**config.mk**
```make
export PLATFORM = sky130hd
export DESIGN_NAME = host_loader
export DESIGN_NICKNAME = d
export VERILOG_FILES = /design/src/hdl/host_loader.sv
export VERILOG_INCLUDE_DIRS = /design/src /design/src/hdl
export SDC_FILE = /design/constraint.sdc
export NUM_CORES = 1
export LEC_CHECK = 0
export ABC_AREA = 1
export ABC_CLOCK_PERIOD_IN_PS = 4080
export BUFFER_PORTS_ARGS = -buffer_cell sky130_fd_sc_hd__buf_4
export CAP_MARGIN = 0
export CORE_MARGIN = 4
export CORE_UTILIZATION = 38
export CTS_CLUSTER_DIAMETER = 80
export DETAILED_ROUTE_END_ITERATION = 10
export PLACE_DENSITY = 0.95
export RECOVER_POWER = 50
export SLEW_MARGIN = 10
export SYNTH_ARGS = -nofsm -noshare
export SYNTH_HDL_FRONTEND = slang
export SYNTH_SLANG_ARGS = --single-unit
```
**constraint.sdc**
```tcl
create_clock -name clk_gen -period 4.08 [get_ports clk_gen]
set_clock_uncertainty 0.2 [all_clocks]
set_input_delay 1.224 -clock clk_gen [delete_from_list [all_inputs] [get_ports clk_gen]]
set_output_delay 1.224 -clock clk_gen [all_outputs]
set_load 0.02 [all_outputs]
```
**src/hdl/mcu_macros.svh**
```systemverilog
//~~~~~~~~~~~~~~~~~~~~~~~~~~~~~~~~~~~~~~~~~~~~~~~~~~~~~~~~~~~~~~~~~~~~~~~~~~
// MCU subsystem widths and sizes
//~~~~~~~~~~~~~~~~~~~~~~~~~~~~~~~~~~~~~~~~~~~~~~~~~~~~~~~~~~~~~~~~~~~~~~~~~~
`ifndef MCU_MACROS_SVH
`define MCU_MACROS_SVH

`define MCU_DATA_W 32
`define MCU_ADDR_W 8
`define MCU_MEM_WORDS (1 << `MCU_ADDR_W)

// command word fields
`define MCU_OP_W 4
`define MCU_RSVD_W 4
`define MCU_IMM_W 16

// heartbeat counter, short for simulation
`define MCU_LED_CNT_W 6

// set to 1'b1 for a board with an active-low reset button
`define MCU_BOARD_RST_LOW 1'b0

`endif

```
**src/hdl/host_loader.sv**
```systemverilog
//~~~~~~~~~~~~~~~~~~~~~~~~~~~~~~~~~~~~~~~~~~~~~~~~~~~~~~~~~~~~~~~~~~~~~~~~~~
// Host load and readback port, one access held until granted
//~~~~~~~~~~~~~~~~~~~~~~~~~~~~~~~~~~~~~~~~~~~~~~~~~~~~~~~~~~~~~~~~~~~~~~~~~~
`timescale 1ns/100ps
`default_nettype none

`include "mcu_macros.svh"

module host_loader (
  input  logic                   clk_gen,
  input  logic                   rst_n,
  input  logic                   load_we_i,
  input  logic                   load_rd_i,
  input  logic [`MCU_ADDR_W-1:0] load_addr_i,
  input  logic [`MCU_DATA_W-1:0] load_data_i,
  output logic                   busy_o,
  output logic                   rd_valid_o,
  output logic [`MCU_DATA_W-1:0] rd_data_o,
  output logic                   req_o,
  output logic                   we_o,
  output logic [`MCU_ADDR_W-1:0] addr_o,
  output logic [`MCU_DATA_W-1:0] wdata_o,
  input  logic                   gnt_i,
  input  logic                   rvalid_i,
  input  logic [`MCU_DATA_W-1:0] rdata_i
);

  logic                   busy_q;
  logic                   hold_we_q;
  logic [`MCU_ADDR_W-1:0] hold_addr_q;
  logic [`MCU_DATA_W-1:0] hold_data_q;
  logic                   accept;

  // write wins if both strobes come together
  assign accept = (load_we_i | load_rd_i) & ~busy_q;

  always_ff @(posedge clk_gen or negedge rst_n) begin
    if (!rst_n) begin
      busy_q <= 1'b0;
    end else if (accept) begin
      busy_q <= 1'b1;
    end else if (gnt_i) begin
      busy_q <= 1'b0;
    end
  end

  always_ff @(posedge clk_gen) begin
    if (accept) begin
      hold_we_q   <= load_we_i;
      hold_addr_q <= load_addr_i;
      hold_data_q <= load_data_i;
    end
  end

  assign busy_o  = busy_q;
  assign req_o   = busy_q;
  assign we_o    = hold_we_q;
  assign addr_o  = hold_addr_q;
  assign wdata_o = hold_data_q;

  // arbiter only returns reads that this port owns
  assign rd_valid_o = rvalid_i;
  assign rd_data_o  = rdata_i;

endmodule

`default_nettype wire

```
==> summary.md <==
The flow ran to the end, and the final reports show no timing, DRC or antenna violations. The tools report the buffer cell driving the clock tree root as sky130_fd_sc_hd__clkbuf_8. In this run, post-CTS repair resized a total of 0 instances. In this run the tool buffered the top-level ports with 87 buffer cells.

Setup repair after global routing left no endpoint under its margin. The post-route fraction of the period consumed by the critical path is 68.9%, and the count of unique library cells instantiated by Yosys is 6. Once the floorplan was initialized, standard cells occupied 40.5% of the core. The worst hold path passes through 2 cells.

In this run switching power makes up 26.3% of total power. Global routing finished with a remaining overflow of 0. The die is 71.6 um wide.

Detailed routing inserted a total of 837 vias. Post-CTS timing repair inserted 0 buffers for setup. The top-level I/O count came out at 154. Measured along the y axis, the die boundary spans 71.6 um. Mean instance size in the synthesized netlist: 18.8 um2.

The post-synthesis to final-layout area growth works out to 27.6%. The switching power is 0.283 mW, and the final non-filler cell area is 0.00196 mm2. The worst hold path belongs to the class reg -> reg. The setup check on the worst reg-to-reg path leaves a slack of 1.99 ns. Summed over all cells, the static leakage comes to 0.753 nW. The run gives 2 as the number of buffers between clock root and the deepest sink. The TritonCTS buffer count was 5; the pin count of the biggest net entering global routing was 23.

Sequential cells account for 52.8% of the total power. In the synthesized netlist, the number of instances is 82. For the placeable core region, the log shows 0.00380 mm2.

Counting tap cells, the placed design contains a total of 184 instances. Of all nets on the critical path, the largest fanout is 22. The max-slew violation count is 0. The number of endpoints with negative hold slack in the final report was 0; the area fraction of the dominant cell type after synthesis was 80.0%. The startpoint identified for the worst register-to-register timing path is busy_o$_DFFE_PN0P_. Total nets after synthesis: 160. Final routed wire length divided by cell count: 16.5 um.

In the global route stage, overall resource usage came out at 12.1%. The maximum clock frequency is 0.356 GHz. The final period demand of the worst path is 2.81 ns. The detailed router's first-iteration violation count is 20, and the relative max-transition margin is 56.8%.

After detailed routing, the number of remaining DRC violations is 0. The antenna cell count was 0. Routability-driven placement finished with a final weighted congestion of 0.656.

The logs give 0 for the cts-stage hold buffer count and 0.794 mW for the internal power. The initial antenna violation count is 0. The final layout contains routed wiring with a total length of 3170 um.

The finished layout holds 192 standard cells, fillers aside. The endpoint identified for the worst register-to-register timing path is wdata_o[7]$_DFFE_PP_. The completed layout was analyzed and its total power is 1.08 mW. The critical path is of the in -> reg type.

The largest total area in the synthesized netlist belongs to sky130_fd_sc_hd__edfxtp_1. The logs give 221 for the number of nets at the end of the flow and 0.000281 V for the worst supply voltage drop on vdd. The first global-routing pass estimated 4600 um of wire. Kind of end point of the critical path: a register. The share of cells above drive strength 1 is 38.9%, and the sequential cell area fraction in the yosys report is 81.6%. Synthesis inferred 42 register bits. After routing, the total negative slack on setup checks comes to 0 ns.

The die covers 0.00513 mm2. The initialized floorplan defines 22 standard-cell rows. The via count normalized by instance count came out at 4.36. After synthesis the cells add up to 0.00154 mm2. Combinational logic is responsible for 18.2% of the overall power. The first detailed-routing pass took 4 iterations. The run gives 929 as the via count of the first global-routing pass.

The start point of the worst min-delay path was busy_o$_DFFE_PN0P_. For the worst setup path, the data required time is 3.90 ns. The tools report the total number of clock tree sinks as 42. Setup violations remaining at the end of the flow were counted as 0. Across the run, the number of max-cap violations was 0.

Counting cells, the worst reg-to-reg path comes to 4. In this run the power density over the cells is 548 mW/mm2. The clock network power share is 29.0%.

The tools report the Yosys warning count as 0. Data arrives at the worst endpoint at 2.63 ns. For hold timing, the worst endpoint is busy_o$_DFFE_PN0P_. The final HPWL from detailed placement is 2530 um. Startpoint kind of the worst setup timing path: a primary input. TritonCTS built the clock tree. For the clock latency at the later pin of the worst-skew pair, the log shows 0.28 ns. Across all hold checks on the routed design, the worst slack comes to 0.360 ns.

After clock tree synthesis, the clock-pin slew on the worst setup and hold paths is 0.08 ns. The tools report the number of H-tree levels as 2. By area the synthesized netlist is led by sky130_fd_sc_hd__edfxtp_1 (80%), sky130_fd_sc_hd__buf_4 (17%), sky130_fd_sc_hd__dfrtp_1 (1.6%). At the pin with the least slew margin, the transition time is 0.644 ns. The placed instances occupy a cell area of 0.00200 mm2. In this run the remaining antenna-violating nets after routing total 0.
-- power groups by stage --
stage | logic (mW) | clock network (mW) | registers [mW]
after detailed placement | 0.244 | 0 | 0.580
after global routing | 0.212 | 0.341 | 0.576
after floorplan | 0.0834 | 0 | 0.657
after global placement | 0.238 | 0 | 0.579
final | 0.196 | 0.313 | 0.569
after CTS | 0.244 | 0.322 | 0.571
-- sequential cells by signal, summed over array words and instances, names as in the netlist --
signal   cells
addr_o       8
busy_o       1
wdata_o     32
we_o         1
-- layout make-up --
cell class / instances / area, um2
Clock buffer: 7 / 76.3
Clock inverter: 1 / 30.0
Fill cell: 354 / 1830
Inverter: 3 / 11.3
Multi-Input combinational cell: 3 / 12.5
Sequential cell: 42 / 1260
Tap cell: 48 / 60.1
Timing Repair Buffer: 88 / 518
-- kinds of logic after synthesis --
group / share of synthesized area (%)
DFF: 81.6
and+or+nand+nor: 0.488
AOI/OAI and AO/OA: 0.569
buffers and inverters: 17.3
-- cells in the final DEF (no fill, tap or decap) --
master                       n
sky130_fd_sc_hd__buf_4       9
sky130_fd_sc_hd__bufinv_16   1
sky130_fd_sc_hd__clkbuf_1   40
sky130_fd_sc_hd__clkbuf_4   41
sky130_fd_sc_hd__clkbuf_8    5
sky130_fd_sc_hd__clkinv_1    1
sky130_fd_sc_hd__dfrtp_1     1
sky130_fd_sc_hd__edfxtp_1   41
sky130_fd_sc_hd__inv_1       2
sky130_fd_sc_hd__nand2_1     2
sky130_fd_sc_hd__o21ai_0     1
-- cells in the mapped netlist, drive strengths merged --
| library cell | number |
|---|---|
| edfxtp | 41 |
| buf | 34 |
| inv | 3 |
| nand2 | 2 |
| dfrtp | 1 |
| o21ai | 1 |
-- worst max path at each step --
stage | start | slack [ns] | endpoint | depth (start not counted)
6_report | load_rd_i | 1.27 | wdata_o[7]$_DFFE_PP_ | 4
5_1_grt | load_rd_i | 1.11 | wdata_o[3]$_DFFE_PP_ | 4
4_1_cts | load_rd_i | 1.36 | wdata_o[14]$_DFFE_PP_ | 4
3_5_place_dp | load_rd_i | 1.05 | wdata_o[29]$_DFFE_PP_ | 4
3_3_place_gp | load_rd_i | 1.13 | addr_o[5]$_DFFE_PP_ | 4
2_1_floorplan | rdata_i[0] | 1.30 | rd_data_o[0] | 1
-- metal layers --
| metal | share of wire (%) | track usage (%) | wire (um) |
|---|---|---|---|
| met4 | 2.4 | 4.80 | 76 |
| met3 | 22 | 11.9 | 704 |
| met5 | 0 | 0 | 0 |
| met2 | 45 | 17.4 | 1420 |
| met1 | 31 | 11.7 | 968 |
-- worst max-delay path, stage by stage --
cell and delay, ns:
sky130_fd_sc_hd__buf_4 0.10, sky130_fd_sc_hd__o21ai_0 0.24, sky130_fd_sc_hd__clkinv_1 0.59, sky130_fd_sc_hd__buf_4 0.46
-- through the flow --
stage | setup WS, ns | util (%)
2_1_floorplan | 1.30 | -
3_3_place_gp | 1.13 | 52.8
3_5_place_dp | 1.05 | 52.8
4_1_cts | 1.36 | 55.6
5_1_grt | 1.11 | 51.7
6_report | 1.27 | 51.7
Note: power is estimated with default switching activity, not from simulation.
