$ cat config.mk
export PLATFORM = sky130hd
export DESIGN_NAME = cmd_engine
export DESIGN_NICKNAME = d
export VERILOG_FILES = /design/src/hdl/mcu_pkg.sv /design/src/hdl/cmd_engine.sv
export VERILOG_INCLUDE_DIRS = /design/src /design/src/hdl
export SDC_FILE = /design/constraint.sdc
export NUM_CORES = 1
export LEC_CHECK = 0
export BUFFER_PORTS_ARGS = -buffer_cell sky130_fd_sc_hd__buf_4
export CORE_ASPECT_RATIO = 1.2
export CORE_MARGIN = 2
export CORE_UTILIZATION = 40
export DETAILED_ROUTE_END_ITERATION = 12
export PLACE_DENSITY = 0.67
export SETUP_SLACK_MARGIN = 0.2
export SLEW_MARGIN = 10
export SYNTH_ARGS = -nofsm -noshare
export SYNTH_HDL_FRONTEND = slang
export SYNTH_SLANG_ARGS = --single-unit
$ cat constraint.sdc
create_clock -name clk_gen -period 2.57 [get_ports clk_gen]
set_input_delay 0.1285 -clock clk_gen [delete_from_list [all_inputs] [get_ports clk_gen]]
set_output_delay 0.1285 -clock clk_gen [all_outputs]
set_load 0.005 [all_outputs]
$ cat src/hdl/mcu_macros.svh
//~~~~~~~~~~~~~~~~~~~~~~~~~~~~~~~~~~~~~~~~~~~~~~~~~~~~~~~~~~~~~~~~~~~~~~~~~~
// MCU subsystem widths and sizes
//~~~~~~~~~~~~~~~~~~~~~~~~~~~~~~~~~~~~~~~~~~~~~~~~~~~~~~~~~~~~~~~~~~~~~~~~~~
`ifndef MCU_MACROS_SVH
`define MCU_MACROS_SVH

`define MCU_DATA_W 32
`define MCU_ADDR_W 8
`define MCU_MEM_WORDS (1 << `MCU_ADDR_W)

// command word fields
`define MCU_OP_W 4
`define MCU_RSVD_W 4
`define MCU_IMM_W 16

// heartbeat counter, short for simulation
`define MCU_LED_CNT_W 6

// set to 1'b1 for a board with an active-low reset button
`define MCU_BOARD_RST_LOW 1'b0

`endif

$ cat src/hdl/mcu_pkg.sv
//~~~~~~~~~~~~~~~~~~~~~~~~~~~~~~~~~~~~~~~~~~~~~~~~~~~~~~~~~~~~~~~~~~~~~~~~~~
// MCU package: command encoding and memory word views
//~~~~~~~~~~~~~~~~~~~~~~~~~~~~~~~~~~~~~~~~~~~~~~~~~~~~~~~~~~~~~~~~~~~~~~~~~~
`default_nettype none

`include "mcu_macros.svh"

package mcu_pkg;

  typedef enum logic [`MCU_OP_W-1:0] {
    CMD_NOP   = 4'h0,
    CMD_WRITE = 4'h1,
    CMD_ADD   = 4'h2,
    CMD_EXIT  = 4'h3
  } cmd_op_e;

  typedef struct packed {
    cmd_op_e                 op;
    logic [`MCU_RSVD_W-1:0]  rsvd;
    logic [`MCU_ADDR_W-1:0]  addr;
    logic [`MCU_IMM_W-1:0]   imm;
  } cmd_word_t;

  // one memory word, seen as data or as a command
  typedef union packed {
    logic [`MCU_DATA_W-1:0]  raw;
    cmd_word_t               cmd;
  } mem_word_u;

  typedef enum logic {
    MST_LOADER = 1'b0,
    MST_ENGINE = 1'b1
  } master_e;

endpackage

`default_nettype wire

$ cat src/hdl/cmd_engine.sv
//~~~~~~~~~~~~~~~~~~~~~~~~~~~~~~~~~~~~~~~~~~~~~~~~~~~~~~~~~~~~~~~~~~~~~~~~~~
// Command engine: fetches command words from address 0 and executes them
// until an exit command or a program counter wrap
//~~~~~~~~~~~~~~~~~~~~~~~~~~~~~~~~~~~~~~~~~~~~~~~~~~~~~~~~~~~~~~~~~~~~~~~~~~
`timescale 1ns/100ps
`default_nettype none

`include "mcu_macros.svh"

module cmd_engine (
  input  logic                   clk_gen,
  input  logic                   rst_n,
  input  logic                   run_i,
  output logic                   running_o,
  output logic                   exit_valid_o,
  output logic [`MCU_IMM_W-1:0]  exit_code_o,
  output logic                   req_o,
  output logic                   we_o,
  output logic [`MCU_ADDR_W-1:0] addr_o,
  output logic [`MCU_DATA_W-1:0] wdata_o,
  input  logic                   gnt_i,
  input  logic                   rvalid_i,
  input  mcu_pkg::mem_word_u     rdata_i
);
  import mcu_pkg::*;

  localparam logic [2:0] S_IDLE     = 3'd0;
  localparam logic [2:0] S_FETCH    = 3'd1;
  localparam logic [2:0] S_FETCH_WT = 3'd2;
  localparam logic [2:0] S_ADD_RD   = 3'd3;
  localparam logic [2:0] S_ADD_WT   = 3'd4;
  localparam logic [2:0] S_WRITE    = 3'd5;
  localparam logic [2:0] S_NEXT     = 3'd6;

  logic [2:0]             state_q;
  logic [`MCU_ADDR_W-1:0] pc_q;
  cmd_word_t              cmd_q;
  logic [`MCU_DATA_W-1:0] wdata_q;
  logic [`MCU_DATA_W-1:0] imm_ext;

  assign imm_ext = {{(`MCU_DATA_W - `MCU_IMM_W){1'b0}}, cmd_q.imm};

  always_ff @(posedge clk_gen or negedge rst_n) begin
    if (!rst_n) begin
      state_q      <= S_IDLE;
      pc_q         <= '0;
      exit_valid_o <= 1'b0;
      exit_code_o  <= '0;
    end else begin
      case (state_q)
        S_IDLE: begin
          if (run_i) begin
            pc_q         <= '0;
            exit_valid_o <= 1'b0;
            state_q      <= S_FETCH;
          end
        end
        S_FETCH: begin
          if (gnt_i) begin
            state_q <= S_FETCH_WT;
          end
        end
        S_FETCH_WT: begin
          if (rvalid_i) begin
            case (rdata_i.cmd.op)
              CMD_WRITE: state_q <= S_WRITE;
              CMD_ADD:   state_q <= S_ADD_RD;
              CMD_EXIT: begin
                exit_code_o  <= rdata_i.cmd.imm;
                exit_valid_o <= 1'b1;
                state_q      <= S_IDLE;
              end
              // empty words and unknown opcodes fall through as nop
              default:   state_q <= S_NEXT;
            endcase
          end
        end
        S_ADD_RD: begin
          if (gnt_i) begin
            state_q <= S_ADD_WT;
          end
        end
        S_ADD_WT: begin
          if (rvalid_i) begin
            state_q <= S_WRITE;
          end
        end
        S_WRITE: begin
          if (gnt_i) begin
            state_q <= S_NEXT;
          end
        end
        S_NEXT: begin
          // stop rather than wrap back to the start
          if (pc_q == '1) begin
            state_q <= S_IDLE;
          end else begin
            pc_q    <= pc_q + 1'b1;
            state_q <= S_FETCH;
          end
        end
        default: state_q <= S_IDLE;
      endcase
    end
  end

  // command and write data registers
  always_ff @(posedge clk_gen) begin
    if (state_q == S_FETCH_WT && rvalid_i) begin
      cmd_q <= rdata_i.cmd;
      wdata_q <= {{(`MCU_DATA_W - `MCU_IMM_W){1'b0}}, rdata_i.cmd.imm};
    end else if (state_q == S_ADD_WT && rvalid_i) begin
      wdata_q <= rdata_i.raw + imm_ext;
    end
  end

  assign running_o = (state_q != S_IDLE);
  assign req_o     = (state_q == S_FETCH) | (state_q == S_ADD_RD) | (state_q == S_WRITE);
  assign we_o      = (state_q == S_WRITE);
  assign addr_o    = (state_q == S_FETCH) ? pc_q : cmd_q.addr;
  assign wdata_o   = wdata_q;

endmodule

`default_nettype wire

==> run_results.csv <==
group,metric,value,unit
placed_design,dp_slack,0.1086,ns
job,maxCapViolations,0,
yosys,synth_enable_flop_cells,40,
detailed_routing,drt_wl_total,11.80,mm
yosys,syn_area_per_cell,10.14,sq um
critical_path,slowest_stage,"edfxtp_1",
sta,setup_ws,0.2571,ns
sta,finalCritPeriodShare,90.00,%
yosys,yosysWarnings,0,
grt,grt_max_degree,29,
status,status,"completed",
cts,cts-htree-levels,3,
grt,use_met1,24.55,%
yosys,synth_area_leaders,"edfxtp_1 27%, dfrtp_1 16%, dfxtp_1 7.2%",
cts,clk_pin_slew_worst_paths,0.06,ns
critical_path,worstRegToRegCells,8,
critical_path,end_kind,"flop",
sta,holdWs,0.009131,ns
detailed_routing,ant_nets,0,
critical_path,rrSetupSlack,0.26,ns
final_layout,drive_gt1_share,30.36,%
yosys,synth_flop_cell,"edfxtp_1",
grt,grt_pass1_wl,18.89,mm
grt,antenna_found_initial,0,
critical_path,required,2.80,ns
yosys,syn-num-nets,493,
die,die_w,100.2,microns
placed_design,dpl.hpwl,8.489,mm
final_layout,multi_input_area,2256,sq um
worst_hold_path,min_path_cells,1,
grt,grt_pass1_vias,3772,
yosys,yosysSeqAreaShare,50.01,%
grt,top_usage_layer,"met2",
final_layout,fin_nets,610,
final_layout,syn_to_final_growth,33.96,%
grt,grt.total_usage,20.27,%
worst_hold_path,whs_endpoint,"cmd_q[14]$_DFFE_PP_",
detailed_routing,wire_per_inst,17.05,microns
power_and_ir_drop,p_per_area,938.3,nW/um^2
cts,cts_root_buf,"clkbuf_16",
critical_path,critPathKind,"flop to flop",
detailed_routing,drt_iter0_drc,199,
die,io_pins,97,
yosys,postSynthCellCount,438,
power_and_ir_drop,ir_drop,525.7,uV
cts,cts_made_buffers,9,
sta,slew_violations,0,
yosys,yosysUniqueCellTypes,59,
grt,gr-total-overflow,0,
final_layout,fin_area,5952,sq um
sta,period_needed,2.313,ns
critical_path,start_kind,"flop",
worst_hold_path,hold_class,"primary input to flop",
sta,finalSetupTns,0,ns
placed_design,portBuffers,96,
placed_design,place_congestion,0.8510,
yosys,yosysTopAreaCell,"edfxtp_1",
cts,cts.path.max_buffers,2,
yosys,async_flop_share,33.33,%
critical_path,rr_endpoint,"wdata_o[29]$_SDFFE_PP0P_",
detailed_routing,drc,0,
detailed_routing,firstDrtPassIters,4,
worst_hold_path,hp-start,"rdata_i[14]",
grt,grt_use_met3,4.284,%
detailed_routing,viasPerCell,5.509,
die,die_height,119.5,microns
critical_path,cp.arrival,2.54,ns
yosys,synth_top_area_share,27.03,%
placed_design,dp.cells,658,
power_and_ir_drop,power_leakage,2.489,nW
sta,finalHoldViolCount,0,
final_layout,final_util,54.45,%
final_layout,seqCellArea,2222,sq um
cts,cts_tree,"done",
critical_path,worst-path-max-fanout,5,
yosys,synthesis.area,4443,sq um
sta,worst_slew_pin_slew,0.6998,ns
die,start_util,40.65,%
sta,finClkSkew,0.005450,ns
final_layout,antenna_cells,0,
power_and_ir_drop,fin_total_pwr,5.585,mW
sta,rsz0062_at_grt,"yes",
final_layout,fillCellCount,982,
detailed_routing,num_vias,3812,
final_layout,layoutNonFillerInstCount,692,
die,rows,42,
yosys,synth-seq-cells,84,
die,die_area,11970,sq um
critical_path,slowest_delay,0.40,ns
die,coreArea,10930,sq um
grt,met2_usage,35.32,%
sta,relSlewSlack,53.09,%
cts,clock_latency,0.35,ns
sta,finalSetupViolCount,0,
sta,fmax,432.4,MHz
critical_path,cp_cell_sequence,"ha_1, a21oi_2, nor3b_4, o2111ai_2, a31oi_4, o2111a_2, and3_1, or3_1",
cts,cts.sinks,84,
placed_design,postPlaceCellArea,5325,sq um
critical_path,r2r_start,"cmd_q[1]$_DFFE_PP_",
registers in the layout (all words and copies together) (netlist names):
signal and flops:
cmd_q 24, exit_code_o 16, state_q 3, exit_valid_o 1
wdata_o 32, pc_q 8
cells by family after synthesis:
family,Yosys count,share of synthesized area [%]
AO/OA/AOI/OAI,120,16.70
XOR/XNOR,24,4.731
adder cells (fa/ha/maj),18,5.238
buffers and inverters,31,2.703
flip-flops,84,50.01
multiplexers,25,6.308
AND/OR/NAND/NOR,136,14.31
worst max-delay path, delay by kind of cell (launching register included):
kind | cells | cell delay, ns
fa+ha+maj | 1 | 0.30
simple gates | 3 | 0.57
flops | 1 | 0.40
compound gates | 4 | 0.91
how the worst max path moves through the flow:
stage | end | cells after the start | slack, ns | from
floorplan | wdata_o[10]$_DFFE_PP_ | 6 | 0.30 | state_q[2]$_DFFE_PN0P_
global placement | wdata_o[14]$_DFFE_PP_ | 8 | 0.14 | cmd_q[7]$_DFFE_PP_
detailed placement | wdata_o[14]$_DFFE_PP_ | 8 | 0.11 | cmd_q[7]$_DFFE_PP_
CTS | wdata_o[24]$_SDFFE_PP0P_ | 8 | 0.19 | cmd_q[5]$_DFFE_PP_
global route | wdata_o[29]$_SDFFE_PP0P_ | 8 | 0.14 | cmd_q[4]$_DFFE_PP_
finish | wdata_o[29]$_SDFFE_PP0P_ | 8 | 0.26 | cmd_q[1]$_DFFE_PP_
layer usage:
metal | vias up | share of wire (%)
li1 | 1839 | -
met1 | 1843 | 42
met2 | 118 | 52
met3 | 12 | 4.6
met4 | 0 | 1.3
met5 | - | 0
cell type report:
class                   instances  area share [%]
clock buffers                  15           4.520
clock inverters                 1          0.5045
inverters                      15          0.9460
multi-input cells             323           37.90
flip-flops and latches         84           37.33
well taps                     132           2.775
repair buffers                122           16.02
synthesized netlist by cell type, types with 2 or more instances:
cell / number
nand2b_1: 2
a22oi_1: 2
ha_1: 17
mux2_1: 6
nand4_1: 6
a32oi_1: 2
or3_1: 2
a21oi_1: 32
dfxtp_1: 16
nor2b_1: 3
o31ai_1: 4
xnor2_1: 12
nand2_1: 48
o21bai_1: 2
nand3_1: 18
o21a_1: 5
o21ai_1: 5
a211oi_1: 2
buf_2: 3
nor2_1: 35
and3_1: 7
clkbuf_1: 13
xor2_1: 12
a21oi_2: 2
inv_1: 14
mux2_2: 18
dfrtp_1: 28
a31oi_1: 8
edfxtp_1: 40
nor3_1: 6
o21ai_0: 40
placed cells by master (no fill, tap or decap), types with 5 or more instances in the layout:
cell / Yosys / layout
buf_4: 0 / 107
nand2_1: 48 / 48
edfxtp_1: 40 / 40
o21ai_0: 40 / 38
nor2_1: 35 / 34
a21oi_1: 32 / 29
dfrtp_1: 28 / 28
nand3_1: 18 / 18
mux2_2: 18 / 18
dfxtp_1: 16 / 16
dlygate4sd3_1: 0 / 15
inv_1: 14 / 14
xnor2_1: 12 / 12
xor2_1: 12 / 12
clkbuf_16: 0 / 10
ha_1: 17 / 9
and3_1: 7 / 7
nand4_1: 6 / 6
a31oi_1: 8 / 6
mux2_1: 6 / 6
nor3_1: 6 / 5
o21ai_1: 5 / 5
o21a_1: 5 / 5
clkbuf_1: 13 / 5
power breakdown:
group,total [mW],switching (mW),internal [mW]
Combinational,2.11,1.07,1.04
Sequential,2.14,0.246,1.90
Clock,1.33,0.516,0.815
timing repair:
action                                  CTS  global route
hold buffers                             15             0
setup buffers                             0             3
endpoints found under the setup margin    7            14
gates resized for setup                   7            24
pin swaps                                 0             8
endpoints found under the hold margin    42             0
Power figures use the tool's default switching activity.
