## src/hdl/mcu_macros.svh

```systemverilog
//~~~~~~~~~~~~~~~~~~~~~~~~~~~~~~~~~~~~~~~~~~~~~~~~~~~~~~~~~~~~~~~~~~~~~~~~~~
// MCU subsystem widths and sizes
//~~~~~~~~~~~~~~~~~~~~~~~~~~~~~~~~~~~~~~~~~~~~~~~~~~~~~~~~~~~~~~~~~~~~~~~~~~
`ifndef MCU_MACROS_SVH
`define MCU_MACROS_SVH

`define MCU_DATA_W 32
`define MCU_ADDR_W 8
`define MCU_MEM_WORDS (1 << `MCU_ADDR_W)

// command word fields
`define MCU_OP_W 4
`define MCU_RSVD_W 4
`define MCU_IMM_W 16

// heartbeat counter, short for simulation
`define MCU_LED_CNT_W 6

// set to 1'b1 for a board with an active-low reset button
`define MCU_BOARD_RST_LOW 1'b0

`endif

```

## src/hdl/mcu_pkg.sv

```systemverilog
//~~~~~~~~~~~~~~~~~~~~~~~~~~~~~~~~~~~~~~~~~~~~~~~~~~~~~~~~~~~~~~~~~~~~~~~~~~
// MCU package: command encoding and memory word views
//~~~~~~~~~~~~~~~~~~~~~~~~~~~~~~~~~~~~~~~~~~~~~~~~~~~~~~~~~~~~~~~~~~~~~~~~~~
`default_nettype none

`include "mcu_macros.svh"

package mcu_pkg;

  typedef enum logic [`MCU_OP_W-1:0] {
    CMD_NOP   = 4'h0,
    CMD_WRITE = 4'h1,
    CMD_ADD   = 4'h2,
    CMD_EXIT  = 4'h3
  } cmd_op_e;

  typedef struct packed {
    cmd_op_e                 op;
    logic [`MCU_RSVD_W-1:0]  rsvd;
    logic [`MCU_ADDR_W-1:0]  addr;
    logic [`MCU_IMM_W-1:0]   imm;
  } cmd_word_t;

  // one memory word, seen as data or as a command
  typedef union packed {
    logic [`MCU_DATA_W-1:0]  raw;
    cmd_word_t               cmd;
  } mem_word_u;

  typedef enum logic {
    MST_LOADER = 1'b0,
    MST_ENGINE = 1'b1
  } master_e;

endpackage

`default_nettype wire

```

## src/hdl/mem_arbiter.sv

```systemverilog
//~~~~~~~~~~~~~~~~~~~~~~~~~~~~~~~~~~~~~~~~~~~~~~~~~~~~~~~~~~~~~~~~~~~~~~~~~~
// Round-robin arbiter between host loader and command engine
// Grants one master per cycle, steers read data back to its owner
//~~~~~~~~~~~~~~~~~~~~~~~~~~~~~~~~~~~~~~~~~~~~~~~~~~~~~~~~~~~~~~~~~~~~~~~~~~
`timescale 1ns/100ps
`default_nettype none

`include "mcu_macros.svh"

module mem_arbiter (
  input  logic                   clk_gen,
  input  logic                   rst_n,
  input  logic                   ldr_req_i,
  input  logic                   ldr_we_i,
  input  logic [`MCU_ADDR_W-1:0] ldr_addr_i,
  input  logic [`MCU_DATA_W-1:0] ldr_wdata_i,
  output logic                   ldr_gnt_o,
  output logic                   ldr_rvalid_o,
  output logic [`MCU_DATA_W-1:0] ldr_rdata_o,
  input  logic                   eng_req_i,
  input  logic                   eng_we_i,
  input  logic [`MCU_ADDR_W-1:0] eng_addr_i,
  input  logic [`MCU_DATA_W-1:0] eng_wdata_i,
  output logic                   eng_gnt_o,
  output logic                   eng_rvalid_o,
  output logic [`MCU_DATA_W-1:0] eng_rdata_o,
  output logic                   mem_en_o,
  output logic                   mem_we_o,
  output logic [`MCU_ADDR_W-1:0] mem_addr_o,
  output logic [`MCU_DATA_W-1:0] mem_wdata_o,
  input  logic [`MCU_DATA_W-1:0] mem_rdata_i
);
  import mcu_pkg::*;

  master_e last_q;
  master_e owner_q;
  logic    rd_pend_q;

  // on a tie the master not served last wins
  always_comb begin
    ldr_gnt_o = 1'b0;
    eng_gnt_o = 1'b0;
    if (ldr_req_i && eng_req_i) begin
      if (last_q == MST_LOADER) begin
        eng_gnt_o = 1'b1;
      end else begin
        ldr_gnt_o = 1'b1;
      end
    end else begin
      ldr_gnt_o = ldr_req_i;
      eng_gnt_o = eng_req_i;
    end
  end

  assign mem_en_o    = ldr_gnt_o | eng_gnt_o;
  assign mem_we_o    = eng_gnt_o ? eng_we_i : (ldr_gnt_o & ldr_we_i);
  assign mem_addr_o  = eng_gnt_o ? eng_addr_i : ldr_addr_i;
  assign mem_wdata_o = eng_gnt_o ? eng_wdata_i : ldr_wdata_i;

  always_ff @(posedge clk_gen or negedge rst_n) begin
    if (!rst_n) begin
      last_q    <= MST_ENGINE;
      owner_q   <= MST_LOADER;
      rd_pend_q <= 1'b0;
    end else begin
      rd_pend_q <= mem_en_o & ~mem_we_o;
      if (mem_en_o) begin
        last_q  <= eng_gnt_o ? MST_ENGINE : MST_LOADER;
        owner_q <= eng_gnt_o ? MST_ENGINE : MST_LOADER;
      end
    end
  end

  // read return, one cycle after the grant
  assign ldr_rvalid_o = rd_pend_q & (owner_q == MST_LOADER);
  assign eng_rvalid_o = rd_pend_q & (owner_q == MST_ENGINE);
  assign ldr_rdata_o  = mem_rdata_i;
  assign eng_rdata_o  = mem_rdata_i;

endmodule

`default_nettype wire

```

## config.mk

```make
export PLATFORM = sky130hd
export DESIGN_NAME = mem_arbiter
export DESIGN_NICKNAME = d
export VERILOG_FILES = /design/src/hdl/mcu_pkg.sv /design/src/hdl/mem_arbiter.sv
export VERILOG_INCLUDE_DIRS = /design/src /design/src/hdl
export SDC_FILE = /design/constraint.sdc
export NUM_CORES = 1
export LEC_CHECK = 0
export BUFFER_PORTS_ARGS = -buffer_cell sky130_fd_sc_hd__buf_2
export CAP_MARGIN = 10
export CELL_PAD_IN_SITES_DETAIL_PLACEMENT = 0
export CELL_PAD_IN_SITES_GLOBAL_PLACEMENT = 1
export CORE_MARGIN = 1
export CORE_UTILIZATION = 14
export DETAILED_ROUTE_END_ITERATION = 7
export PLACE_DENSITY = 0.9
export SKIP_LAST_GASP = 1
export SLEW_MARGIN = 20
export SYNTH_ARGS = -nofsm -noshare
export SYNTH_HDL_FRONTEND = slang
export SYNTH_SLANG_ARGS = --single-unit
```

## constraint.sdc

```tcl
create_clock -name clk_gen -period 1.75 [get_ports clk_gen]
set_input_delay 0.175 -clock clk_gen [delete_from_list [all_inputs] [get_ports clk_gen]]
set_output_delay 0.175 -clock clk_gen [all_outputs]
set_load 0.01 [all_outputs]
```

==> key figures, run 1 <==
Clocking
  • Setup bufs post-CTS: 0
  • CTS root buffer: clkbuf_8
  • Clock-pin slew on the worst setup and hold paths: 0.03 ns
  • Worst skew pair latency: 0.21 ns
  • CTS buffer count: 3
  • # resized after CTS: 0
  • Clock buffer depth: 2
  • Htree depth: 1
  • CTS tree: done
  • Num Clock Sinks: 3

Synthesis
  • Cell Area, Synth: 0.00114 mm²
  • Net Count, Synth: 243
  • Yosys cell types: 16
  • Post-Synthesis Cells: 125
  • Synthesized area per cell: 9.14 µm²
  • Seq/Total Area, Yosys: 6.68%
  • Synth Warn #: 0
  • Register bit total from synthesis: 3

Timing
  • Slew headroom: 87.6%
  • Max-slew violations: 0
  • Final Hold Vio Count: 0
  • Clock skew: 0.000396 ns
  • Fin worst setup slack: 0.0291 ns
  • Setup violators final: 0
  • Final hold slack: 0.222 ns
  • Final Cycle Share: 98.3%
  • TNS Setup: 0 ns
  • Fmax: 0.581 GHz
  • RSZ-0062 raised after global routing: true
  • Min Tclk post-route: 1.72 ns
  • Worst slew pin tran: 0.186 ns

Detailed routing
  • Iter 0 DRT Violations: 7
  • Final ANT Viol Nets: 0
  • Drt wl/cell: 12.5 µm
  • Avg Vias per Cell: 3.71
  • DRT Pass-1 Iters: 4
  • Vias: 1,103
  • Total Wirelength: 3.70 mm
  • DR DRC count: 0

Layout
  • Diode count: 0
  • Synthesis-to-layout area growth: 32.0%
  • Fin util: 19.3%
  • # nets final: 314
  • Fillcell total: 878
  • Layout cells sized above 1: 90.3%

Critical path
  • Reg2reg path depth: 3
  • CP Max Fanout: 22
  • Endpoint class of the critical path: output port
  • Setup crit start kind: flop
  • CP Class: reg -> out
  • R2R Path End: rd_pend_q
  • Worst Path Required: 1.57 ns
  • R2r startpoint: last_q
  • Reg2Reg Setup Slack: 0.58 ns
  • Crit path DAT: 1.55 ns

Floorplanning
  • Die Height: 92.3 µm
  • Die X: 92.3 µm
  • I/O pins: 228
  • Die area: 0.00852 mm²
  • Core Rows: 32
  • Starting density of the core: 14.6%
  • Core ar.: 0.00781 mm²

Placement
  • PortBufs: 131
  • Pre-CTS setup slack: 0.215 ns
  • Gpl congestion: 0.633
  • HPWL Detailed: 2.96 mm

Job
  • MaxCap Viol Count: 0

Worst hold path
  • Hold depth: 2
  • Min-Delay Endpoint: last_q
  • Hold_sp: ldr_req_i
  • Type of the worst min-delay path: in -> reg

Pwr
  • Pwr dens: 479 mW/mm²
  • Clock network fraction of total power: 27.6%
  • Combinational Power Share: 60.1%
  • P_sw: 0.238 mW
  • Net Sw Frac: 32.9%
  • Reg power frac: 12.3%
  • P_int: 0.484 mW
  • Lkg Pwr: 0.804 nW
  • Worst VDD drop: 132 µV
  • Pwr Total: 0.722 mW

Global routing
  • First-pass GRT wire length: 4.78 mm
  • Overflow after GRT: 0
  • Initial antenna violation count: 0
  • Gr usage total: 7.33%
  • Pin count of the biggest net entering global routing: 45
  • Vias in the first global route: 1,021

Outcome
  • Status: finished clean
## per-stage QoR
stage / cells / area, µm²
global route: 297 / 1510
floorplan: 125 / 1140
CTS: 296 / 1480
detailed placement: 291 / 1430
global placement: 291 / 1430
finish: 297 / 1510
## cell usage in the layout (no fill, tap or decap)
master         instances
inv_1                  3
clkbuf_16              1
nand2b_1               1
nor2_1                 1
a21boi_4               1
or2_2                  1
buf_12                 1
clkbuf_8               3
clkbuf_1               1
buf_2                131
a21o_1                 1
dlygate4sd3_1          1
dfstp_2                1
dfrtp_1                2
a21oi_1                1
mux2_2                37
nor2b_1                1
and2_1                 2
mux2_1                 3
a32o_1                 2
## metal layers
layer	vias up	track usage (%)	wire (µm)
met5	-	0	0
met4	0	6.51	186
met3	34	2.38	473
met2	103	13.5	1940
met1	472	6.29	1110
li1	494	-	-
## critical path, cell delays in order, from the launching register on
cell	delay, ns
dfstp_2	0.38
a21boi_4	0.19
buf_12	0.21
mux2_2	0.39
buf_2	0.15
## repair_timing
action	CTS	global route
gates cloned	0	1
hold buffers	1	0
endpoints found under the hold margin	3	0
setup endpoints to repair	1	10
## worst max-delay path by stage
| stage | start | to | slack [ns] | depth (start not counted) |
|---|---|---|---|---|
| 4_1_cts | last_q | mem_addr_o[0] | -0.02 | 4 |
| 5_1_grt | last_q | mem_addr_o[0] | -0.04 | 4 |
| 2_1_floorplan | last_q | mem_wdata_o[10] | 0.39 | 3 |
| 6_report | last_q | mem_addr_o[0] | 0.03 | 4 |
| 3_5_place_dp | last_q | mem_addr_o[0] | 0.22 | 4 |
| 3_3_place_gp | last_q | mem_addr_o[0] | 0.23 | 4 |
## layout make-up
| class | count | area (µm²) | area share, % |
|---|---|---|---|
| repair buffers | 134 | 711 | 47.1 |
| multi-input cells | 51 | 537 | 35.6 |
| flip-flops and latches | 3 | 76.3 | 5.06 |
| inverters | 3 | 11.3 | 0.747 |
| well taps | 102 | 128 | 8.46 |
| clock buffers | 4 | 45.0 | 2.99 |
## cell usage after synthesis, drive strengths merged
cell / instances / area (µm²)
a32o: 2 / 20.0
nand2b: 1 / 6.26
buf: 68 / 518
inv: 3 / 11.3
dfrtp: 2 / 50.1
dfstp: 1 / 26.3
a21oi: 1 / 5.00
nor2: 1 / 3.75
and2: 2 / 12.5
nor2b: 1 / 6.26
mux2: 40 / 450
a21o: 1 / 7.51
a21boi: 1 / 18.8
or2: 1 / 6.26
## logic make-up after synthesis
group / count (synthesis) / share of synthesized area (%)
buffers and inverters: 71 / 46.3
and+or+nand+nor: 6 / 3.07
DFF: 3 / 6.68
AOI/OAI and AO/OA: 5 / 4.49
muxes: 40 / 39.4
## registers in the layout, summed over array words and instances, names as in the netlist
| signal | cells |
|---|---|
| owner_q | 1 |
| rd_pend_q | 1 |
| last_q | 1 |
## power groups by stage
stage,sequential (mW),combinational [mW],clock [mW]
after detailed placement,0.0892,0.423,0
after floorplan,0.0878,0.373,0
after CTS,0.0884,0.427,0.208
final,0.0887,0.434,0.199
after global placement,0.0883,0.418,0
after global routing,0.0903,0.474,0.217
Power figures use the tool's default switching activity.
==> run 2: changes to the inputs <==
Clock period 1.75 ns to 1.59 ns, I/O delays scaled along.
==> run 2 against run 1 <==
The run now ends with setup timing left. Routed wire length decreased by 3.6%. Sequential power grew 8.2%. Sequential cell count is the same. Register-to-register slack worse by 0.09 ns. Hold slack lost 0.035 ns. Combinational power increased by 9.7%. Cell count grew 0.34%. Sequential share of layout area about the same. Highest routed layer unchanged.
==> key figures, run 2 (same netlist as run 1, synthesis figures left out) <==
Outcome
  • Status: complete, but fails checks
  • Failing checks: setup timing

Floorplanning
  • Starting density of the core: 14.6% (unchanged)
  • Die area: 0.00852 mm² (unchanged)
  • Die X: 92.3 µm (unchanged)
  • I/O pins: 228 (unchanged)
  • Die Height: 92.3 µm (unchanged)
  • Core ar.: 0.00781 mm² (unchanged)
  • Core Rows: 32 (unchanged)

Pwr
  • P_sw: 0.267 mW (+12%)
  • Pwr dens: 532 mW/mm² (+11%)
  • P_int: 0.537 mW (+11%)
  • Clock network fraction of total power: 28.9% (+1.3 points)
  • Combinational Power Share: 59.2% (-0.9 points)
  • Reg power frac: 12.0% (-0.3 points)
  • Worst VDD drop: 185 µV (+40%)
  • Lkg Pwr: 0.806 nW (+0.24%)
  • Net Sw Frac: 33.2% (+0.27 points)
  • Pwr Total: 0.804 mW (+11%)

Worst hold path
  • Type of the worst min-delay path: in -> reg

Critical path
  • Endpoint class of the critical path: output port
  • Crit-path cells: a21boi_4 > buf_12 > mux2_2 > buf_2
  • Max incr delay on CP: 0.37 ns (-0.02 ns)
  • CP Max Fanout: 24 (+9.1%)
  • Setup crit start kind: flop
  • CP Class: reg -> out
  • Crit path DAT: 1.52 ns (-0.03 ns)
  • Worst Path Required: 1.43 ns (-0.14 ns)
  • Slowest CP cell: dfstp_2

Global routing
  • Initial antenna violation count: 0 (unchanged)
  • Overflow after GRT: 0 (unchanged)
  • Pin count of the biggest net entering global routing: 25 (-44%)
  • Gr usage total: 7.25% (-0.089 points)
  • Vias in the first global route: 981 (-3.9%)
  • First-pass GRT wire length: 4.63 mm (-3.2%)

Timing
  • Min Tclk post-route: 1.68 ns
  • Max-slew violations: 0 (unchanged)
  • Fin worst setup slack: -0.0852 ns (-0.114 ns)
  • Final hold slack: 0.188 ns (-0.0348 ns)
  • Slew headroom: 87.6% (about the same)
  • Setup violators final: 40 (+40)
  • Clock skew: 0.00571 ns (+0.00531 ns)
  • Fmax: 0.597 GHz
  • RSZ-0062 raised after global routing: true
  • Worst slew pin tran: 0.186 ns (+0.000228 ns)
  • Final Cycle Share: 105%
  • Final Hold Vio Count: 0 (unchanged)

Job
  • MaxCap Viol Count: 0 (unchanged)

Layout
  • Fillcell total: 861 (-1.9%)
  • Most frequent cells in the layout: 131 x buf_2, 37 x mux2_2, 3 x mux2_1, 3 x inv_1, 3 x clkbuf_8
  • # nets final: 315 (+0.32%)
  • Synthesis-to-layout area growth: 32.2%
  • Biggest regs: last_q (1), owner_q (1), rd_pend_q (1)
  • Most common cell after layout, fill and taps aside: buf_2
  • Fin util: 19.3% (+0.032 points)
  • Non-Filler Instances: 298 (+0.34%)
  • Layout cells sized above 1: 90.3% (about the same)
  • Diode count: 0 (unchanged)

Detailed routing
  • DR DRC count: 0 (unchanged)
  • DRT Pass-1 Iters: 4 (unchanged)
  • Drt wl/cell: 12.0 µm (-3.9%)
  • Total Wirelength: 3.57 mm (-3.6%)
  • Vias: 1,104 (+0.091%)
  • Final ANT Viol Nets: 0 (unchanged)
  • Iter 0 DRT Violations: 4 (-3)
  • Avg Vias per Cell: 3.70 (-0.25%)

Clocking
  • Clock-pin slew on the worst setup and hold paths: 0.04 ns (about the same)
  • Clock buffer depth: 2 (unchanged)
  • CTS tree: done
  • Htree depth: 1 (unchanged)
  • CTS root buffer: clkbuf_8
  • Worst skew pair latency: 0.22 ns (about the same)
  • Num Clock Sinks: 3 (unchanged)
  • # resized after CTS: 0 (unchanged)
  • CTS buffer count: 3 (unchanged)

Placement
  • HPWL Detailed: 3.08 mm (+4.1%)
  • Placed insts: 292 (+0.34%)
  • PortBufs: 131 (unchanged)
  • Pre-CTS setup slack: 0.127 ns (-0.0881 ns)
  • Gpl congestion: 0.642 (+1.4%)
run 2: cell count changes in the layout (fill, tap and decap cells not counted), sizes merged:
cell | before | now
buf | 132 | 134
clkbuf | 5 | 4
run 2: through the flow:
step	setup TNS, ns	instance area, µm²
2_1_floorplan	0	1140
3_3_place_gp	0	1450
3_5_place_dp	0	1450
4_1_cts	-2.45	1510
5_1_grt	-3.52	1510
6_report	-1.72	1510
run 2: final timing paths:
check | startpoint | end | slack, ns | cells past startpoint
worst min register to register | owner_q | owner_q | 0.50 | 1
max in group asynchronous | rst_n | last_q | 1.13 | 2
worst min-delay path | eng_req_i | last_q | 0.19 | 3
worst max-delay path | last_q | mem_wdata_o[16] | -0.09 | 4
worst max register to register | last_q | rd_pend_q | 0.49 | 3
min in group asynchronous | rst_n | rd_pend_q | 0.27 | 2
run 2: metal layers:
layer	global-route usage [%]	vias to the layer above	wire length (µm)
li1	-	498	-
met1	5.94	466	1040
met2	13.8	104	1850
met3	2.13	36	474
met4	6.51	0	208
met5	0	-	0
run 2: layout make-up:
cell class	count	area, µm²	area share (%)
clock buffer	4	45.0	2.98
multi-input combinational	51	537	35.5
tap	102	128	8.45
sequential	3	76.3	5.05
inverter	3	11.3	0.746
timing repair buffer	135	713	47.2
run 2: what timing repair did:
action                                  CTS  global route
hold buffers                              1             0
buffers inserted                          1             0
endpoints found under the setup margin   40            40
endpoints found under the hold margin     3             0
run 2: critical path, delay by kind of cell, from the launching register on:
kind / cells / cell delay (ns)
compound gates: 1 / 0.19
flops: 1 / 0.37
mux: 1 / 0.37
buf+inv: 2 / 0.34
run 2: power by group through the flow:
stage	clock (mW)	combinational, mW	sequential, mW
floorplan	0	0.411	0.0967
global placement	0	0.468	0.0974
detailed placement	0	0.474	0.0986
CTS	0.240	0.485	0.0960
global route	0.246	0.518	0.0973
finish	0.232	0.476	0.0960
==> run 3: changes to the inputs <==
Settings changed: BUFFER_PORTS_ARGS -buffer_cell sky130_fd_sc_hd__buf_2 to -buffer_cell sky130_fd_sc_hd__buf_4, CAP_MARGIN 10 to 30, SLEW_MARGIN 20 to default.
==> run 3 against run 2 <==
The run still ends with setup timing left. Setup slack worse by 0.0045 ns. Combinational power up 26%. Clock power down 6%. Via count down 1.4%. Critical path depth unchanged. Non-clock buffer count unchanged. Sequential power about the same. Clock skew down 0.0052 ns. Hold slack worse by 0.029 ns. Utilization up 4.2 points. Maximum frequency down 0.27%.
==> key figures, run 3 (same netlist as run 1, synthesis figures left out) <==
Critical path
  • Setup crit start kind: flop
  • Worst path bufs/invs: 2 (unchanged)
  • Crit path DAT: 1.52 ns (about the same)
  • Reg2Reg Setup Slack: 0.48 ns (about the same)
  • CP Max Fanout: 24 (unchanged)
  • R2r startpoint: last_q
  • R2R Path End: rd_pend_q
  • CP Class: reg -> out
  • Endpoint class of the critical path: output port
  • Crit-path cells: a21boi_4 > buf_12 > mux2_2 > buf_4
  • Reg2reg path depth: 3 (unchanged)
  • Slowest CP cell: mux2_2
  • Family with the most delay on the worst path: multiplexers
  • Instance count on the critical path: 4 (unchanged)
  • Worst Path Required: 1.43 ns (about the same)
  • Max incr delay on CP: 0.38 ns (about the same)

Pwr
  • P_int: 0.650 mW (+21%)
  • Net Sw Frac: 28.8% (-4.4 points)
  • P_sw: 0.262 mW (-1.6%)
  • Pwr Total: 0.913 mW (+14%)
  • Reg power frac: 10.5% (-1.5 points)
  • Worst VDD drop: 167 µV (-9.7%)
  • Combinational Power Share: 65.7% (+6.5 points)
  • Pwr dens: 497 mW/mm² (-6.7%)
  • Clock network fraction of total power: 23.7% (-5.2 points)
  • Lkg Pwr: 0.918 nW (+14%)

Timing
  • Fmax: 0.595 GHz (-0.27%)
  • Setup violators final: 40 (unchanged)
  • Final Cycle Share: 106% (+0.29 points)
  • Fin worst setup slack: -0.0897 ns (-0.00454 ns)
  • Final Hold Vio Count: 0 (unchanged)
  • Slew headroom: 87.7% (+0.11 points)
  • Min Tclk post-route: 1.68 ns (+0.00454 ns)
  • Max-slew violations: 0 (unchanged)
  • TNS Setup: -1.60 ns (+0.113 ns)
  • Worst slew pin tran: 0.184 ns (-0.00159 ns)
  • RSZ-0062 raised after global routing: true
  • Clock skew: 0.000514 ns (-0.00519 ns)

Worst hold path
  • Type of the worst min-delay path: in -> reg
  • Hold depth: 2 (-1)
  • Hold_sp: ldr_req_i
  • Min-Delay Endpoint: last_q

Floorplanning
  • Core Rows: 32 (unchanged)
  • Die Height: 92.3 µm (unchanged)
  • Core ar.: 0.00781 mm² (unchanged)
  • Die X: 92.3 µm (unchanged)
  • Starting density of the core: 14.6% (unchanged)
  • Die area: 0.00852 mm² (unchanged)
  • I/O pins: 228 (unchanged)

Clocking
  • Clock buffer depth: 2 (unchanged)
  • Htree depth: 1 (unchanged)
  • CTS tree: done
  • Worst skew pair latency: 0.21 ns (about the same)
  • CTS root buffer: clkbuf_8
  • Clock-pin slew on the worst setup and hold paths: 0.03 ns (about the same)
  • Num Clock Sinks: 3 (unchanged)
  • # resized after CTS: 0 (unchanged)
  • CTS buffer count: 3 (unchanged)

Detailed routing
  • Iter 0 DRT Violations: 7 (+3)
  • Vias: 1,088 (-1.4%)
  • DRT Pass-1 Iters: 4 (unchanged)
  • Drt wl/cell: 12.8 µm (+6.8%)
  • Total Wirelength: 3.81 mm (+6.8%)
  • Avg Vias per Cell: 3.65 (-1.4%)
  • Final ANT Viol Nets: 0 (unchanged)
  • DR DRC count: 0 (unchanged)

Layout
  • Layout cells sized above 1: 90.3% (unchanged)
  • # nets final: 315 (unchanged)
  • Most common cell after layout, fill and taps aside: buf_4
  • Synthesis-to-layout area growth: 60.9%
  • Biggest regs: last_q (1), owner_q (1), rd_pend_q (1)
  • Diode count: 0 (unchanged)
  • Fin util: 23.5% (+4.2 points)
  • Most frequent cells in the layout: 132 x buf_4, 37 x mux2_2, 3 x mux2_1, 3 x inv_1, 3 x clkbuf_8

Global routing
  • Initial antenna violation count: 0 (unchanged)
  • Gr usage total: 7.90% (+0.66 points)
  • Pin count of the biggest net entering global routing: 25 (unchanged)
  • Overflow after GRT: 0 (unchanged)
  • Vias in the first global route: 1,130 (+15%)
  • First-pass GRT wire length: 5.28 mm (+14%)

Outcome
  • Status: complete, but fails checks
  • Failing checks: setup timing

Job
  • MaxCap Viol Count: 0 (unchanged)

Placement
  • PortBufs: 131 (unchanged)
  • Gpl congestion: 0.683 (+6.5%)
  • HPWL Detailed: 3.22 mm (+4.6%)
-- run 3: final cells by class --
class	instances	area [µm²]
Sequential cell	3	76.3
Fill cell	847	5970
Clock buffer	4	45.0
Timing Repair Buffer	135	1040
Multi-Input combinational cell	51	537
Inverter	3	11.3
Tap cell	102	128
-- run 3: how the worst max path moves through the flow --
stage / from / endpoint / slack, ns
final: last_q / mem_wdata_o[16] / -0.09
after global routing: last_q / mem_wdata_o[16] / -0.13
after CTS: last_q / mem_wdata_o[16] / -0.10
after global placement: last_q / mem_wdata_o[16] / 0.14
after floorplan: last_q / mem_wdata_o[10] / 0.25
after detailed placement: last_q / mem_wdata_o[16] / 0.12
-- run 3: power groups by stage --
stage / combinational (mW) / clock (mW) / sequential, mW
floorplan: 0.411 / 0 / 0.0967
global placement: 0.592 / 0 / 0.0975
detailed placement: 0.599 / 0 / 0.0980
CTS: 0.610 / 0.222 / 0.0960
global route: 0.643 / 0.234 / 0.0975
finish: 0.600 / 0.217 / 0.0960
-- run 3: routing by layer --
metal / share of wire [%] / up-vias / GRT usage, %
met5: 0 / - / 0
met4: 4.9 / 0 / 5.73
met3: 14 / 34 / 3.20
met2: 52 / 103 / 14.8
met1: 28 / 456 / 6.68
li1: - / 495 / -
-- run 3: what timing repair did --
item	CTS	global route
hold buffers	1	0
setup endpoints to repair	40	40
hold endpoints to repair	3	0
buffers inserted	1	0
-- run 3: per-stage QoR --
stage                     instances  area (µm²)  setup slack [ns]  hold WS, ns
after CTS                       298        1840            -0.102        0.156
after global routing            298        1840            -0.131        0.163
after global placement          292        1780             0.136      -0.0495
final                           298        1840           -0.0897        0.158
after detailed placement        292        1780             0.117      -0.0500
after floorplan                 125        1140             0.248       -0.137
